File: config.mk
export PLATFORM = sky130hd
export DESIGN_NAME = array_memory_top
export DESIGN_NICKNAME = d
export VERILOG_FILES = /design/src/verilog/cell_pkg.sv /design/src/verilog/memory_cell.sv /design/src/verilog/cell_array.sv /design/src/verilog/axil_command_port.sv /design/src/verilog/array_memory_top.sv
export SDC_FILE = /design/constraint.sdc
export NUM_CORES = 2
export LEC_CHECK = 0
export ABC_AREA = 1
export CAP_MARGIN = 20
export CORE_ASPECT_RATIO = 0.5
export CORE_MARGIN = 2
export CORE_UTILIZATION = 30
export CTS_CLUSTER_DIAMETER = 60
export CTS_CLUSTER_SIZE = 28
export DETAILED_ROUTE_END_ITERATION = 10
export DONT_BUFFER_PORTS = 1
export HOLD_SLACK_MARGIN = 0.12
export PLACE_DENSITY_LB_ADDON = 0.2
export REMOVE_ABC_BUFFERS = 1
export SLEW_MARGIN = 20
export SYNTH_ARGS = -nofsm -noshare
export SYNTH_HDL_FRONTEND = slang
export SYNTH_SLANG_ARGS = --single-unit
File: constraint.sdc
create_clock -name clk -period 4.45 [get_ports clk]
set_input_delay 0.445 -clock clk [delete_from_list [all_inputs] [get_ports clk]]
set_output_delay 0.445 -clock clk [all_outputs]
set_load 0.1 [all_outputs]
File: src/verilog/cell_pkg.sv
package cell_pkg;

    localparam int DATA_W = 8;

    ////////////////////////////////////////
    // Cell operations
    ////////////////////////////////////////

    typedef enum logic [2:0] {
        OP_UPDATE         = 3'd0,
        OP_LOOKUP         = 3'd1,
        OP_ENCODE         = 3'd2,
        OP_CONGRUE_UP     = 3'd3,
        OP_CONGRUE_DOWN   = 3'd4,
        OP_MARK_AVAILABLE = 3'd5,
        OP_ENRANK         = 3'd6,
        OP_PROBE          = 3'd7
    } cell_op_e;

    // Broadcast to every cell
    typedef struct packed {
        logic              valid;
        cell_op_e          op;
        logic [DATA_W-1:0] index;
        logic [DATA_W-1:0] value;
        logic [DATA_W-1:0] meta;
        logic              is_meta;
    } cell_cmd_t;

    typedef struct packed {
        logic              hit;
        logic [DATA_W-1:0] result;
        logic [DATA_W-1:0] ctx;
    } cell_answer_t;

    // Lowest matching cell of the row
    typedef struct packed {
        logic              hit;
        logic [DATA_W-1:0] winner;
        logic [DATA_W-1:0] result;
        logic [DATA_W-1:0] ctx;
    } row_answer_t;

    ////////////////////////////////////////
    // Register map
    ////////////////////////////////////////

    localparam logic [7:0] REG_INDEX   = 8'h00;
    localparam logic [7:0] REG_VALUE   = 8'h04;
    localparam logic [7:0] REG_META    = 8'h08;
    localparam logic [7:0] REG_COMMAND = 8'h0C;
    localparam logic [7:0] REG_RESULT  = 8'h10;
    localparam logic [7:0] REG_STATUS  = 8'h14;

endpackage

File: src/verilog/memory_cell.sv
module memory_cell #(
    parameter int NUM_CELLS = 8,
    parameter int CELL_ID   = 0
) (
    input  logic                   clk,
    input  logic                   reset,
    input  cell_pkg::cell_cmd_t    cmd,
    output cell_pkg::cell_answer_t answer
);
    import cell_pkg::*;

    // One array element
    typedef struct packed {
        logic              arr_def;
        logic [DATA_W-1:0] code;
        logic              elt_def;
        logic [DATA_W-1:0] rank;
        logic [DATA_W-1:0] low;
        logic [DATA_W-1:0] high;
        logic [DATA_W-1:0] index;
        logic [DATA_W-1:0] value;
    } elem_t;

    localparam logic [DATA_W-1:0] HANDLE     = DATA_W'(CELL_ID);
    localparam logic [DATA_W-1:0] CELL_LIMIT = DATA_W'(NUM_CELLS);

    elem_t        elem;
    elem_t        elem_next;
    cell_answer_t answer_next;
    logic         meta_ok;
    logic         own_sel;

    always_ff @(posedge clk) begin
        if (!reset) begin
            elem   <= '0;
            answer <= '0;
        end else if (cmd.valid) begin
            elem   <= elem_next;
            answer <= answer_next;
        end
    end

    always_comb begin
        elem_next   = elem;
        answer_next = '0;
        // Meta names a cell that exists
        meta_ok     = cmd.is_meta && (cmd.meta < CELL_LIMIT);
        own_sel     = cmd.is_meta && (cmd.index == HANDLE);

        case (cmd.op)
            OP_UPDATE: begin
                answer_next.hit = cmd.is_meta && (cmd.meta == HANDLE);
                if (answer_next.hit) begin
                    elem_next.arr_def = 1'b1;
                    elem_next.code    = HANDLE;
                    elem_next.elt_def = 1'b1;
                    elem_next.rank    = DATA_W'(1);
                    elem_next.low     = HANDLE;
                    elem_next.high    = HANDLE;
                    elem_next.index   = cmd.index;
                    elem_next.value   = cmd.value;
                end
                answer_next.result = HANDLE;
                answer_next.ctx    = HANDLE;
            end

            OP_LOOKUP: begin
                answer_next.hit    = cmd.is_meta && (elem.index == cmd.index)
                                     && (cmd.meta >= elem.low) && (cmd.meta <= elem.high);
                answer_next.result = elem.value;
                answer_next.ctx    = elem.rank;
            end

            OP_ENCODE: begin
                answer_next.hit    = meta_ok && elem.arr_def && (cmd.meta == HANDLE);
                answer_next.result = elem.code;
                answer_next.ctx    = elem.code;
            end

            OP_CONGRUE_UP: begin
                if (own_sel) begin
                    // This cell takes the inserted position
                    elem_next.code = cmd.meta + 1'b1;
                    elem_next.low  = cmd.meta + 1'b1;
                    elem_next.high = cmd.meta + 1'b1;
                    elem_next.rank = cmd.value + 1'b1;
                end else begin
                    if (cmd.is_meta && elem.arr_def && (elem.code > cmd.meta)) begin
                        elem_next.code = elem.code + 1'b1;
                    end
                    if (cmd.is_meta && elem.elt_def) begin
                        if (elem.low > cmd.meta) begin
                            elem_next.low = elem.low + 1'b1;
                        end
                        if (elem.high >= cmd.meta) begin
                            elem_next.high = elem.high + 1'b1;
                        end
                    end
                end
                answer_next.hit    = own_sel;
                answer_next.result = elem_next.code;
                answer_next.ctx    = elem_next.rank;
            end

            OP_CONGRUE_DOWN: begin
                if (own_sel) begin
                    elem_next.arr_def = 1'b0;
                    elem_next.rank    = '0;
                end
                if (cmd.is_meta && elem.elt_def) begin
                    if (cmd.meta < elem.low) begin
                        elem_next.low  = elem.low - 1'b1;
                        elem_next.high = elem.high - 1'b1;
                    end else if (cmd.meta <= elem.high) begin
                        elem_next.high = elem.high - 1'b1;
                    end
                end
                // Bounds crossed, element is gone
                if (elem_next.elt_def && (elem_next.low > elem_next.high)) begin
                    elem_next.elt_def = 1'b0;
                    elem_next.arr_def = 1'b0;
                end
                if (elem_next.arr_def && cmd.is_meta && (elem_next.code > cmd.meta)) begin
                    elem_next.code = elem_next.code - 1'b1;
                end
                answer_next.hit    = own_sel;
                answer_next.result = elem_next.code;
                answer_next.ctx    = elem_next.rank;
            end

            OP_MARK_AVAILABLE: begin
                answer_next.hit    = !elem.elt_def;
                answer_next.result = HANDLE;
                answer_next.ctx    = HANDLE;
            end

            OP_ENRANK: begin
                answer_next.hit    = meta_ok && elem.arr_def && (cmd.meta == HANDLE);
                answer_next.result = elem.rank;
                answer_next.ctx    = elem.rank;
            end

            OP_PROBE: begin
                answer_next.hit    = (cmd.meta < CELL_LIMIT) && (cmd.meta == HANDLE);
                answer_next.result = elem.high;
                answer_next.ctx    = elem.low;
            end
        endcase
    end

endmodule

File: src/verilog/cell_array.sv
module cell_array #(
    parameter int NUM_CELLS = 8
) (
    input  logic                            clk,
    input  logic                            reset,
    input  cell_pkg::cell_cmd_t             cmd,
    output cell_pkg::row_answer_t           answer,
    output logic [cell_pkg::DATA_W-1:0]     match_count
);
    import cell_pkg::*;

    cell_answer_t      cell_answers [NUM_CELLS];
    row_answer_t       answer_next;
    logic [DATA_W-1:0] count_next;

    for (genvar i = 0; i < NUM_CELLS; i++) begin : g_cell
        memory_cell #(
            .NUM_CELLS (NUM_CELLS),
            .CELL_ID   (i)
        ) u_cell (
            .clk    (clk),
            .reset  (reset),
            .cmd    (cmd),
            .answer (cell_answers[i])
        );
    end

    // Walk downwards so the lowest hit is written last
    always_comb begin
        answer_next = '0;
        count_next  = '0;
        for (int i = NUM_CELLS - 1; i >= 0; i--) begin
            if (cell_answers[i].hit) begin
                answer_next.hit    = 1'b1;
                answer_next.winner = DATA_W'(i);
                answer_next.result = cell_answers[i].result;
                answer_next.ctx    = cell_answers[i].ctx;
                count_next         = count_next + 1'b1;
            end
        end
    end

    always_ff @(posedge clk) begin
        if (!reset) begin
            answer      <= '0;
            match_count <= '0;
        end else begin
            answer      <= answer_next;
            match_count <= count_next;
        end
    end

endmodule

File: src/verilog/axil_command_port.sv
module axil_command_port (
    input  logic                        clk,
    input  logic                        reset,
    input  logic                        awvalid,
    output logic                        awready,
    input  logic [7:0]                  awaddr,
    input  logic                        wvalid,
    output logic                        wready,
    input  logic [31:0]                 wdata,
    output logic                        bvalid,
    input  logic                        bready,
    output logic [1:0]                  bresp,
    input  logic                        arvalid,
    output logic                        arready,
    input  logic [7:0]                  araddr,
    output logic                        rvalid,
    input  logic                        rready,
    output logic [31:0]                 rdata,
    output logic [1:0]                  rresp,
    output cell_pkg::cell_cmd_t         cmd,
    input  cell_pkg::row_answer_t       answer,
    input  logic [cell_pkg::DATA_W-1:0] match_count
);
    import cell_pkg::*;

    typedef enum logic [2:0] {
        ST_IDLE,
        ST_ISSUE,
        ST_WAIT_CELLS,
        ST_WAIT_ROW,
        ST_RESPOND
    } state_e;

    state_e            state;
    cell_op_e          op_reg;
    logic [DATA_W-1:0] index_reg;
    logic [DATA_W-1:0] value_reg;
    logic [DATA_W-1:0] meta_reg;
    logic              is_meta_reg;
    row_answer_t       result_reg;
    logic [DATA_W-1:0] count_reg;
    logic              busy;
    logic              write_hs;
    logic              read_hs;
    logic [31:0]       read_data;

    ////////////////////////////////////////
    // Write channel and broadcast sequencing
    ////////////////////////////////////////

    // AW and W taken together, only when idle
    assign awready  = (state == ST_IDLE) && awvalid && wvalid;
    assign wready   = awready;
    assign write_hs = awvalid && awready && wvalid && wready;
    assign bvalid   = (state == ST_RESPOND);
    assign bresp    = 2'b00;
    assign busy     = state inside {ST_ISSUE, ST_WAIT_CELLS, ST_WAIT_ROW};

    always_ff @(posedge clk) begin
        if (!reset) begin
            state <= ST_IDLE;
        end else begin
            case (state)
                ST_IDLE: begin
                    if (write_hs) begin
                        state <= (awaddr == REG_COMMAND) ? ST_ISSUE : ST_RESPOND;
                    end
                end
                ST_ISSUE:      state <= ST_WAIT_CELLS;
                ST_WAIT_CELLS: state <= ST_WAIT_ROW;
                ST_WAIT_ROW:   state <= ST_RESPOND;
                ST_RESPOND: begin
                    if (bready) begin
                        state <= ST_IDLE;
                    end
                end
                default: state <= ST_IDLE;
            endcase
        end
    end

    always_ff @(posedge clk) begin
        if (!reset) begin
            op_reg      <= OP_UPDATE;
            index_reg   <= '0;
            value_reg   <= '0;
            meta_reg    <= '0;
            is_meta_reg <= 1'b0;
            result_reg  <= '0;
            count_reg   <= '0;
        end else begin
            if (write_hs) begin
                case (awaddr)
                    REG_INDEX: index_reg <= wdata[DATA_W-1:0];
                    REG_VALUE: value_reg <= wdata[DATA_W-1:0];
                    REG_META: begin
                        meta_reg    <= wdata[DATA_W-1:0];
                        is_meta_reg <= wdata[DATA_W];
                    end
                    REG_COMMAND: op_reg <= cell_op_e'(wdata[2:0]);
                    default: ;
                endcase
            end
            // Row answer is settled by now
            if (state == ST_WAIT_ROW) begin
                result_reg <= answer;
                count_reg  <= match_count;
            end
        end
    end

    always_comb begin
        cmd.valid   = (state == ST_ISSUE);
        cmd.op      = op_reg;
        cmd.index   = index_reg;
        cmd.value   = value_reg;
        cmd.meta    = meta_reg;
        cmd.is_meta = is_meta_reg;
    end

    ////////////////////////////////////////
    // Read channel
    ////////////////////////////////////////

    assign arready = arvalid && !rvalid;
    assign read_hs = arvalid && arready;
    assign rresp   = 2'b00;

    always_comb begin
        case (araddr)
            REG_INDEX:   read_data = 32'(index_reg);
            REG_VALUE:   read_data = 32'(value_reg);
            REG_META:    read_data = 32'({is_meta_reg, meta_reg});
            REG_COMMAND: read_data = 32'(op_reg);
            REG_RESULT:  read_data = 32'(result_reg);
            REG_STATUS:  read_data = {busy, {(31 - DATA_W){1'b0}}, count_reg};
            default:     read_data = '0;
        endcase
    end

    always_ff @(posedge clk) begin
        if (!reset) begin
            rvalid <= 1'b0;
        end else if (read_hs) begin
            rvalid <= 1'b1;
        end else if (rready) begin
            rvalid <= 1'b0;
        end
    end

    always_ff @(posedge clk) begin
        if (read_hs) begin
            rdata <= read_data;
        end
    end

endmodule

File: src/verilog/array_memory_top.sv
module array_memory_top #(
    parameter int NUM_CELLS = 8
) (
    input  logic        clk,
    input  logic        reset,
    input  logic        awvalid,
    output logic        awready,
    input  logic [7:0]  awaddr,
    input  logic        wvalid,
    output logic        wready,
    input  logic [31:0] wdata,
    output logic        bvalid,
    input  logic        bready,
    output logic [1:0]  bresp,
    input  logic        arvalid,
    output logic        arready,
    input  logic [7:0]  araddr,
    output logic        rvalid,
    input  logic        rready,
    output logic [31:0] rdata,
    output logic [1:0]  rresp
);
    import cell_pkg::*;

    cell_cmd_t         cmd;
    row_answer_t       answer;
    logic [DATA_W-1:0] match_count;

    // Host port is the only command source
    axil_command_port u_port (.*);

    cell_array #(
        .NUM_CELLS (NUM_CELLS)
    ) u_array (
        .clk         (clk),
        .reset       (reset),
        .cmd         (cmd),
        .answer      (answer),
        .match_count (match_count)
    );

endmodule

Word level (Yosys, flattened, before mapping). Index checks and enable logic that the tools add are counted.

Add/subtract/negate cells: 57. Magnitude comparators: 57. Eq/ne operators: 83. Multiplexer cells: 215. Bitwise operators: 1. Reductions and logical operators: 196.

Operators by type and width (count): $pmux W17 S8 (8); $mux W8 (87); $pmux W24 S3 (8); $mux W16 (32); $mux W50 (8); $add A8 B1 Y8 const B (32); $mux W25 (8); $gt A8 B8 Y1 (24); $pmux W32 S6 (1); $pmux W8 S3 (8); $sub A8 B1 Y8 const B (24); $ge A8 B8 Y1 (16); $logic_and A1 B1 Y1 (120); $eq A8 B3 Y1 const B (10); $reduce_and A5 Y1 (16); $ne A3 B3 Y1 const B (24); $reduce_and A3 Y1 (24); $eq A8 B8 Y1 (8); $le A8 B8 Y1 (8); $lt A8 B8 Y1 (8); $mux W1 (35); $eq A8 B2 Y1 const B (4); $eq A8 B4 Y1 const B (4); $logic_not A8 Y1 (4); other kinds (23) (88).

Flip-flop bits (word level): 666. Output and inout bits: 41. Word-level logic and storage cells: 718.

Longest topological paths before layout.
Word-level depth: 15. Gate-level depth with buffers: 29. Mapped depth without buffers: 29.

Modules after synthesis. From an unflattened synthesis, not the netlist that was laid out.

Cells, all modules: 8065. Area, all modules: 52291.4 µm².

By module, submodules not included: memory_cell (u_array.g_cell[2].u_cell) (instances 1, cells an instance 902, area an instance 5849.4 µm²); memory_cell (u_array.g_cell[6].u_cell) (instances 1, cells an instance 907, area an instance 5800.6 µm²); memory_cell (u_array.g_cell[1].u_cell) (instances 1, cells an instance 902, area an instance 5764.3 µm²); memory_cell (u_array.g_cell[3].u_cell) (instances 1, cells an instance 898, area an instance 5746.8 µm²); memory_cell (u_array.g_cell[5].u_cell) (instances 1, cells an instance 897, area an instance 5689.2 µm²); memory_cell (u_array.g_cell[0].u_cell) (instances 1, cells an instance 885, area an instance 5679.2 µm²); memory_cell (u_array.g_cell[4].u_cell) (instances 1, cells an instance 905, area an instance 5651.7 µm²); memory_cell (u_array.g_cell[7].u_cell) (instances 1, cells an instance 873, area an instance 5592.9 µm²); axil_command_port (instances 1, cells an instance 532, area an instance 4117.7 µm²); cell_array (instances 1, cells an instance 364, area an instance 2399.8 µm²).

Worst setup path after synthesis. No wires, ideal clock.

Path kind: register to register. Start: register u_array.g_cell[7].u_cell.answer[16] (netlist bit). End: register u_array.match_count[4] (netlist bit). Library setup time: 118 ps. Arrival time: 4335 ps. Required time: 4332 ps. Slack: -3 ps. Cell stages (with the launch flop): 28. Path buffers: 2. Cells stage by stage: dfxtp_1 > clkbuf_1 > clkbuf_1 > inv_1 > ha_1 > xor2_1 > ha_1 > nand2_1 > nand2_1 > ha_1 > or2_2 > nand2_1 > inv_1 > ha_1 > or2_2 > nand2_1 > inv_1 > ha_1 > or2_2 > nand2_1 > inv_1 > ha_1 > nand2_1 > nor2_1 > nand3_1 > nand2_1 > nand2_1 > nor2_1.

Cells in the longest elaborated chain, start to end: 15.

RTL lines: start: declaration (RTL line memory_cell.sv:8) `output cell_pkg::cell_answer_t answer`; start signal: assignment (RTL line memory_cell.sv:39) `answer <= answer_next;`; $mux W1 * (RTL line cell_array.sv:33) `if (cell_answers[i].hit) begin`; $add A1 B1 Y2 (RTL line cell_array.sv:38) `count_next = count_next + 1'b1;`; $mux W8 * (RTL line cell_array.sv:33); $add A8 B1 Y8 (RTL line cell_array.sv:38); $mux W8 * (RTL line cell_array.sv:33); $add A8 B1 Y8 (RTL line cell_array.sv:38); $mux W8 * (RTL line cell_array.sv:33); $add A8 B1 Y8 (RTL line cell_array.sv:38); $mux W8 * (RTL line cell_array.sv:33); $add A8 B1 Y8 (RTL line cell_array.sv:38); $mux W8 * (RTL line cell_array.sv:33); $add A8 B1 Y8 (RTL line cell_array.sv:38); $mux W8 * (RTL line cell_array.sv:33); $add A8 B1 Y8 (RTL line cell_array.sv:38); $mux W8 * (RTL line cell_array.sv:33); end signal: assignment (RTL line cell_array.sv:49) `match_count <= count_next;`; end: declaration (RTL line cell_array.sv:8) `output logic [cell_pkg::DATA_W-1:0] match_count`.

Every way passes the cells marked *; elsewhere a longest branch is shown, timed or not. A chain may end at the register's enable or synchronous reset.

Worst setup path in the final report.
Start: register u_port.meta_reg[2]. End: register u_array.g_cell[0].u_cell.answer[12] (netlist bit).

Cells in the longest elaborated chain, start to end: 13. Elaborated cells on any way between the ends: 20. Those cells by class: 1 x add/sub; 4 x order compare; 11 x mux; 4 x reduce/logical.

RTL lines: start: declaration (RTL line axil_command_port.sv:38) `logic [DATA_W-1:0] meta_reg;`; start signal: assignment (RTL line axil_command_port.sv:97) `meta_reg <= wdata[DATA_W-1:0];`; $le A8 B8 Y1 (RTL line memory_cell.sv:114) `end else if (cmd.meta <= elem.high) begin`; $mux W8 (RTL line memory_cell.sv:114); $mux W8 (RTL line memory_cell.sv:111) `if (cmd.meta < elem.low) begin`; $mux W16 (RTL line memory_cell.sv:110) `if (cmd.is_meta && elem.elt_def) begin`; $mux W16 (RTL line memory_cell.sv:50) `case (cmd.op)`; $gt A8 B8 Y1 (RTL line memory_cell.sv:119) `if (elem_next.elt_def && (elem_next.low > elem_next.high)) begin`; $logic_and A1 B1 Y1 (RTL line memory_cell.sv:119); $mux W1 (RTL line memory_cell.sv:119); $mux W1 (RTL line memory_cell.sv:50); $logic_and A1 B1 Y1 (2 in a row) (RTL line memory_cell.sv:123) `if (elem_next.arr_def && cmd.is_meta && (elem_next.code > cmd.meta)) begin`; $mux W8 (RTL line memory_cell.sv:123); $pmux W17 S8 * (RTL line memory_cell.sv:50); end signal: assignment (RTL line memory_cell.sv:39); end: declaration (RTL line memory_cell.sv:8).

Every way passes the cells marked *; elsewhere a longest branch is shown, timed or not. The select of a mux whose other input is x is not followed.

==> flow_summary.ini <==
[status]
status = completed

[yosys]
synth-async-reset-ratio_pct = 0
synth_edf_count = 21
synthTopCellsByArea = dfxtp_1, nand2_1, ha_1
syn_area_mm2 = 0.0474
syn_area_per_cell_um2 = 6.49
yosysTopAreaCell = dfxtp_1
synth_top_area_share_pct = 26.4
yosys_warnings = 0
synth_cell_types = 65
synth_flop_cell = dfxtp_1
ys_seq_elements = 645
synthCells = 7303
ys_seq_area_share_pct = 27.7

[power]
power_leakage_nw = 23.4
p_comb_share_pct = 2.6
power_frac_clock_pct = 49.7
p_int_mw = 8.80
p_sw_mw = 3.56
seq_power_share_pct = 47.6
ir_drop_uv = 310
p_sw_share_pct = 28.8
power_density_mw_per_mm2 = 233

[setup_path]
critPathLaunch = u_port.meta_reg[2]
crit_arrival_ns = 4.69
timing.rr.start = u_port.meta_reg[2]
crit_fanout = 15
crit_type = register to register
cp-start-kind = register
critPathRequiredTime_ns = 5.02
end_kind = register

[finish]
top_regs = u_array.g_cell.u_cell.elem x400, u_array.g_cell.u_cell.answer x136, u_port.rdata x21
drive_gt1_share_pct = 7.02
top_register = u_array.g_cell.u_cell.elem
largest_reg_flops = 400
final_area_mm2 = 0.0531
area_growth_pct = 12.1
fill_cells = 17330
nets = 7626

[timing]
relSlewSlack_pct = 18.8
worst_slack_ns = 0.323
layout_min_cycle_time_ns = 4.13
period_share_pct = 92.7
finClkSkew_ns = 0.0397
slew_violations = 0
finalSetupViolations = 0
timing.fmax_mhz = 242
tightestPinTransition_ns = 1.22
hold_viol = 0

[clock_network]
clock_latency_ns = 0.73
cts_tree = built
cts_buffers = 58
cts_num_sinks = 645
post_cts.repair.setup_buffers = 0
cts-root-buf = clkbuf_16
ctsLongestPathBuffers = 3
clk_pin_slew_ns = 0.10
htree_levels = 2

[grt]
grt_start_max_net_pins = 243
antenna_found_initial = 17
grtUsageTotal_pct = 27.7
gr-total-overflow = 0
grt_pass1_wl_mm = 333
first_global_vias = 47191

[die]
start_util_pct = 30.1
rows = 103
dieWidth_um = 566
core_area_mm2 = 0.157
io_pins = 96
dieHeight_um = 285
die-area_mm2 = 0.161

[drt]
drt-total-wl_mm = 232
post-route-drc-count = 0
vias_per_cell = 5.56
routedWlPerCell_um = 24.7
first_pass_iters = 8
drtIter0Drc = 6411
vias = 52280
ant_nets = 0

[placement]
port_buffers = 0
gp_congestion = 1.01
dp_hpwl_mm = 166
post-place-ws_ns = 0.279
dpl_cell_area_mm2 = 0.0505

[worst_hold_path]
min_from = awaddr[0]
hold_path.class = input port to register

[flow_run]
max_cap_violations = 0
==> per-layer routing <==
metal | wire (um) | global-route usage, % | vias up
li1 | - | - | 24675
met1 | 103000 | 38.8 | 24745
met2 | 96800 | 41.5 | 2433
met3 | 21700 | 5.09 | 407
met4 | 10200 | 11.2 | 20
met5 | 132 | 0 | -
==> cell families (layout without fill, tap and decap cells) <==
| kind of cell | Yosys count | in the layout | synth area share (%) |
|---|---|---|---|
| buf+inv | 1215 | 1198 | 9.98 |
| compound gates | 1888 | 1888 | 22.7 |
| simple gates | 3036 | 3036 | 27.5 |
| other cells | 1 | 22 | 0.00792 |
| xor+xnor | 201 | 201 | 3.72 |
| flops | 645 | 645 | 27.7 |
| fa+ha+maj | 317 | 317 | 8.37 |
==> synthesized netlist by cell type, types with 6 or more instances <==
master,number
a211oi_1,25
a21o_1,9
a21oi_1,760
a21oi_2,10
a221oi_1,98
a22oi_1,18
a31oi_1,41
a32oi_1,9
buf_1,19
buf_2,43
buf_4,28
clkbuf_1,287
clkinv_1,15
dfxtp_1,624
edfxtp_1,21
ha_1,317
inv_1,784
inv_2,37
nand2_1,1589
nand2_2,18
nand3_1,498
nand3_2,7
nand3b_1,6
nand4_1,203
nor2_1,563
nor2_2,17
nor2_4,8
nor3_1,87
nor3_2,6
nor4_1,8
o2111ai_1,16
o211ai_1,75
o21a_1,23
o21ai_0,623
o21ai_1,17
o21bai_1,6
o221ai_1,7
o22ai_1,101
o311ai_0,12
o31ai_1,19
or2_2,17
xnor2_1,41
xor2_1,160
==> cell type report <==
cell class	count	area, um^2	area share, %
antenna	4	10.0	0.0188
clock buffer	64	1540	2.89
clock inverter	45	749	1.41
inverter	836	3150	5.93
multi-input combinational	5460	29700	55.9
sequential	645	13100	24.7
tap	2100	2630	4.95
timing repair buffer	253	2220	4.17
==> power groups by stage <==
stage | Sequential [mW] | Clock, mW | Combinational (mW)
floorplan | 6.02 | 0 | 0.168
detailed placement | 6.02 | 0 | 0.222
finish | 5.89 | 6.15 | 0.325
CTS | 5.89 | 6.21 | 0.319
global route | 5.89 | 6.41 | 0.341
global placement | 6.02 | 0 | 0.221
==> worst paths after layout <==
path,slack [ns],end,cells past startpoint
worst max register to register,0.32,u_array.g_cell[0].u_cell.answer[12],24
worst min register to register,0.45,u_array.g_cell[5].u_cell.elem[1],2
worst min-delay path,0.16,u_port.index_reg[6],5
worst max-delay path,0.32,u_array.g_cell[0].u_cell.answer[12],24
==> stage by stage <==
| step | total power, mW | hold slack [ns] | instances | util (%) | TNS (ns) |
|---|---|---|---|---|---|
| floorplan | 6.19 | 0.423 | 6941 | - | -91.40 |
| global placement | 6.24 | 0.436 | 9269 | 32.1 | 0 |
| detailed placement | 6.25 | 0.438 | 9269 | 32.1 | 0 |
| CTS | 12.4 | 0.124 | 9402 | 33.7 | 0 |
| global route | 12.6 | 0.175 | 9403 | 33.8 | -0.000927 |
| finish | 12.4 | 0.158 | 9407 | 33.8 | 0 |
==> critical path, stage by stage, from the launching register on <==
cell,delay (ns)
dfxtp_2,0.49
buf_4,0.38
ha_1,0.30
nand2_1,0.07
o21ai_0,0.10
nand2_1,0.07
nand2_1,0.07
nor2_2,0.18
inv_1,0.15
nand2_2,0.26
nand4_1,0.12
nand2_1,0.11
inv_1,0.05
ha_1,0.28
nand2_1,0.07
nor2_1,0.22
nand2_1,0.08
nand2_1,0.11
nand2_1,0.09
nand3_1,0.28
nand2_1,0.09
nand3_1,0.13
nand3_1,0.11
nand2_1,0.08
a21oi_1,0.07
==> timing repair <==
item	4_1_cts	5_1_grt
endpoints found under the setup margin	0	77
hold buffers	24	0
hold endpoints to repair	272	0
gates resized for setup	0	14
==> cell usage in the layout, fill, tap and decap left out, types with 101 or more instances in the layout <==
cell / n
xor2_1: 159
dfxtp_1: 614
inv_1: 781
o21ai_0: 623
nand3_1: 496
o22ai_1: 101
nand4_1: 203
ha_1: 316
a21oi_1: 759
nand2_1: 1579
buf_4: 212
nor2_1: 556
No activity file was read; power rests on OpenSTA's default activity.
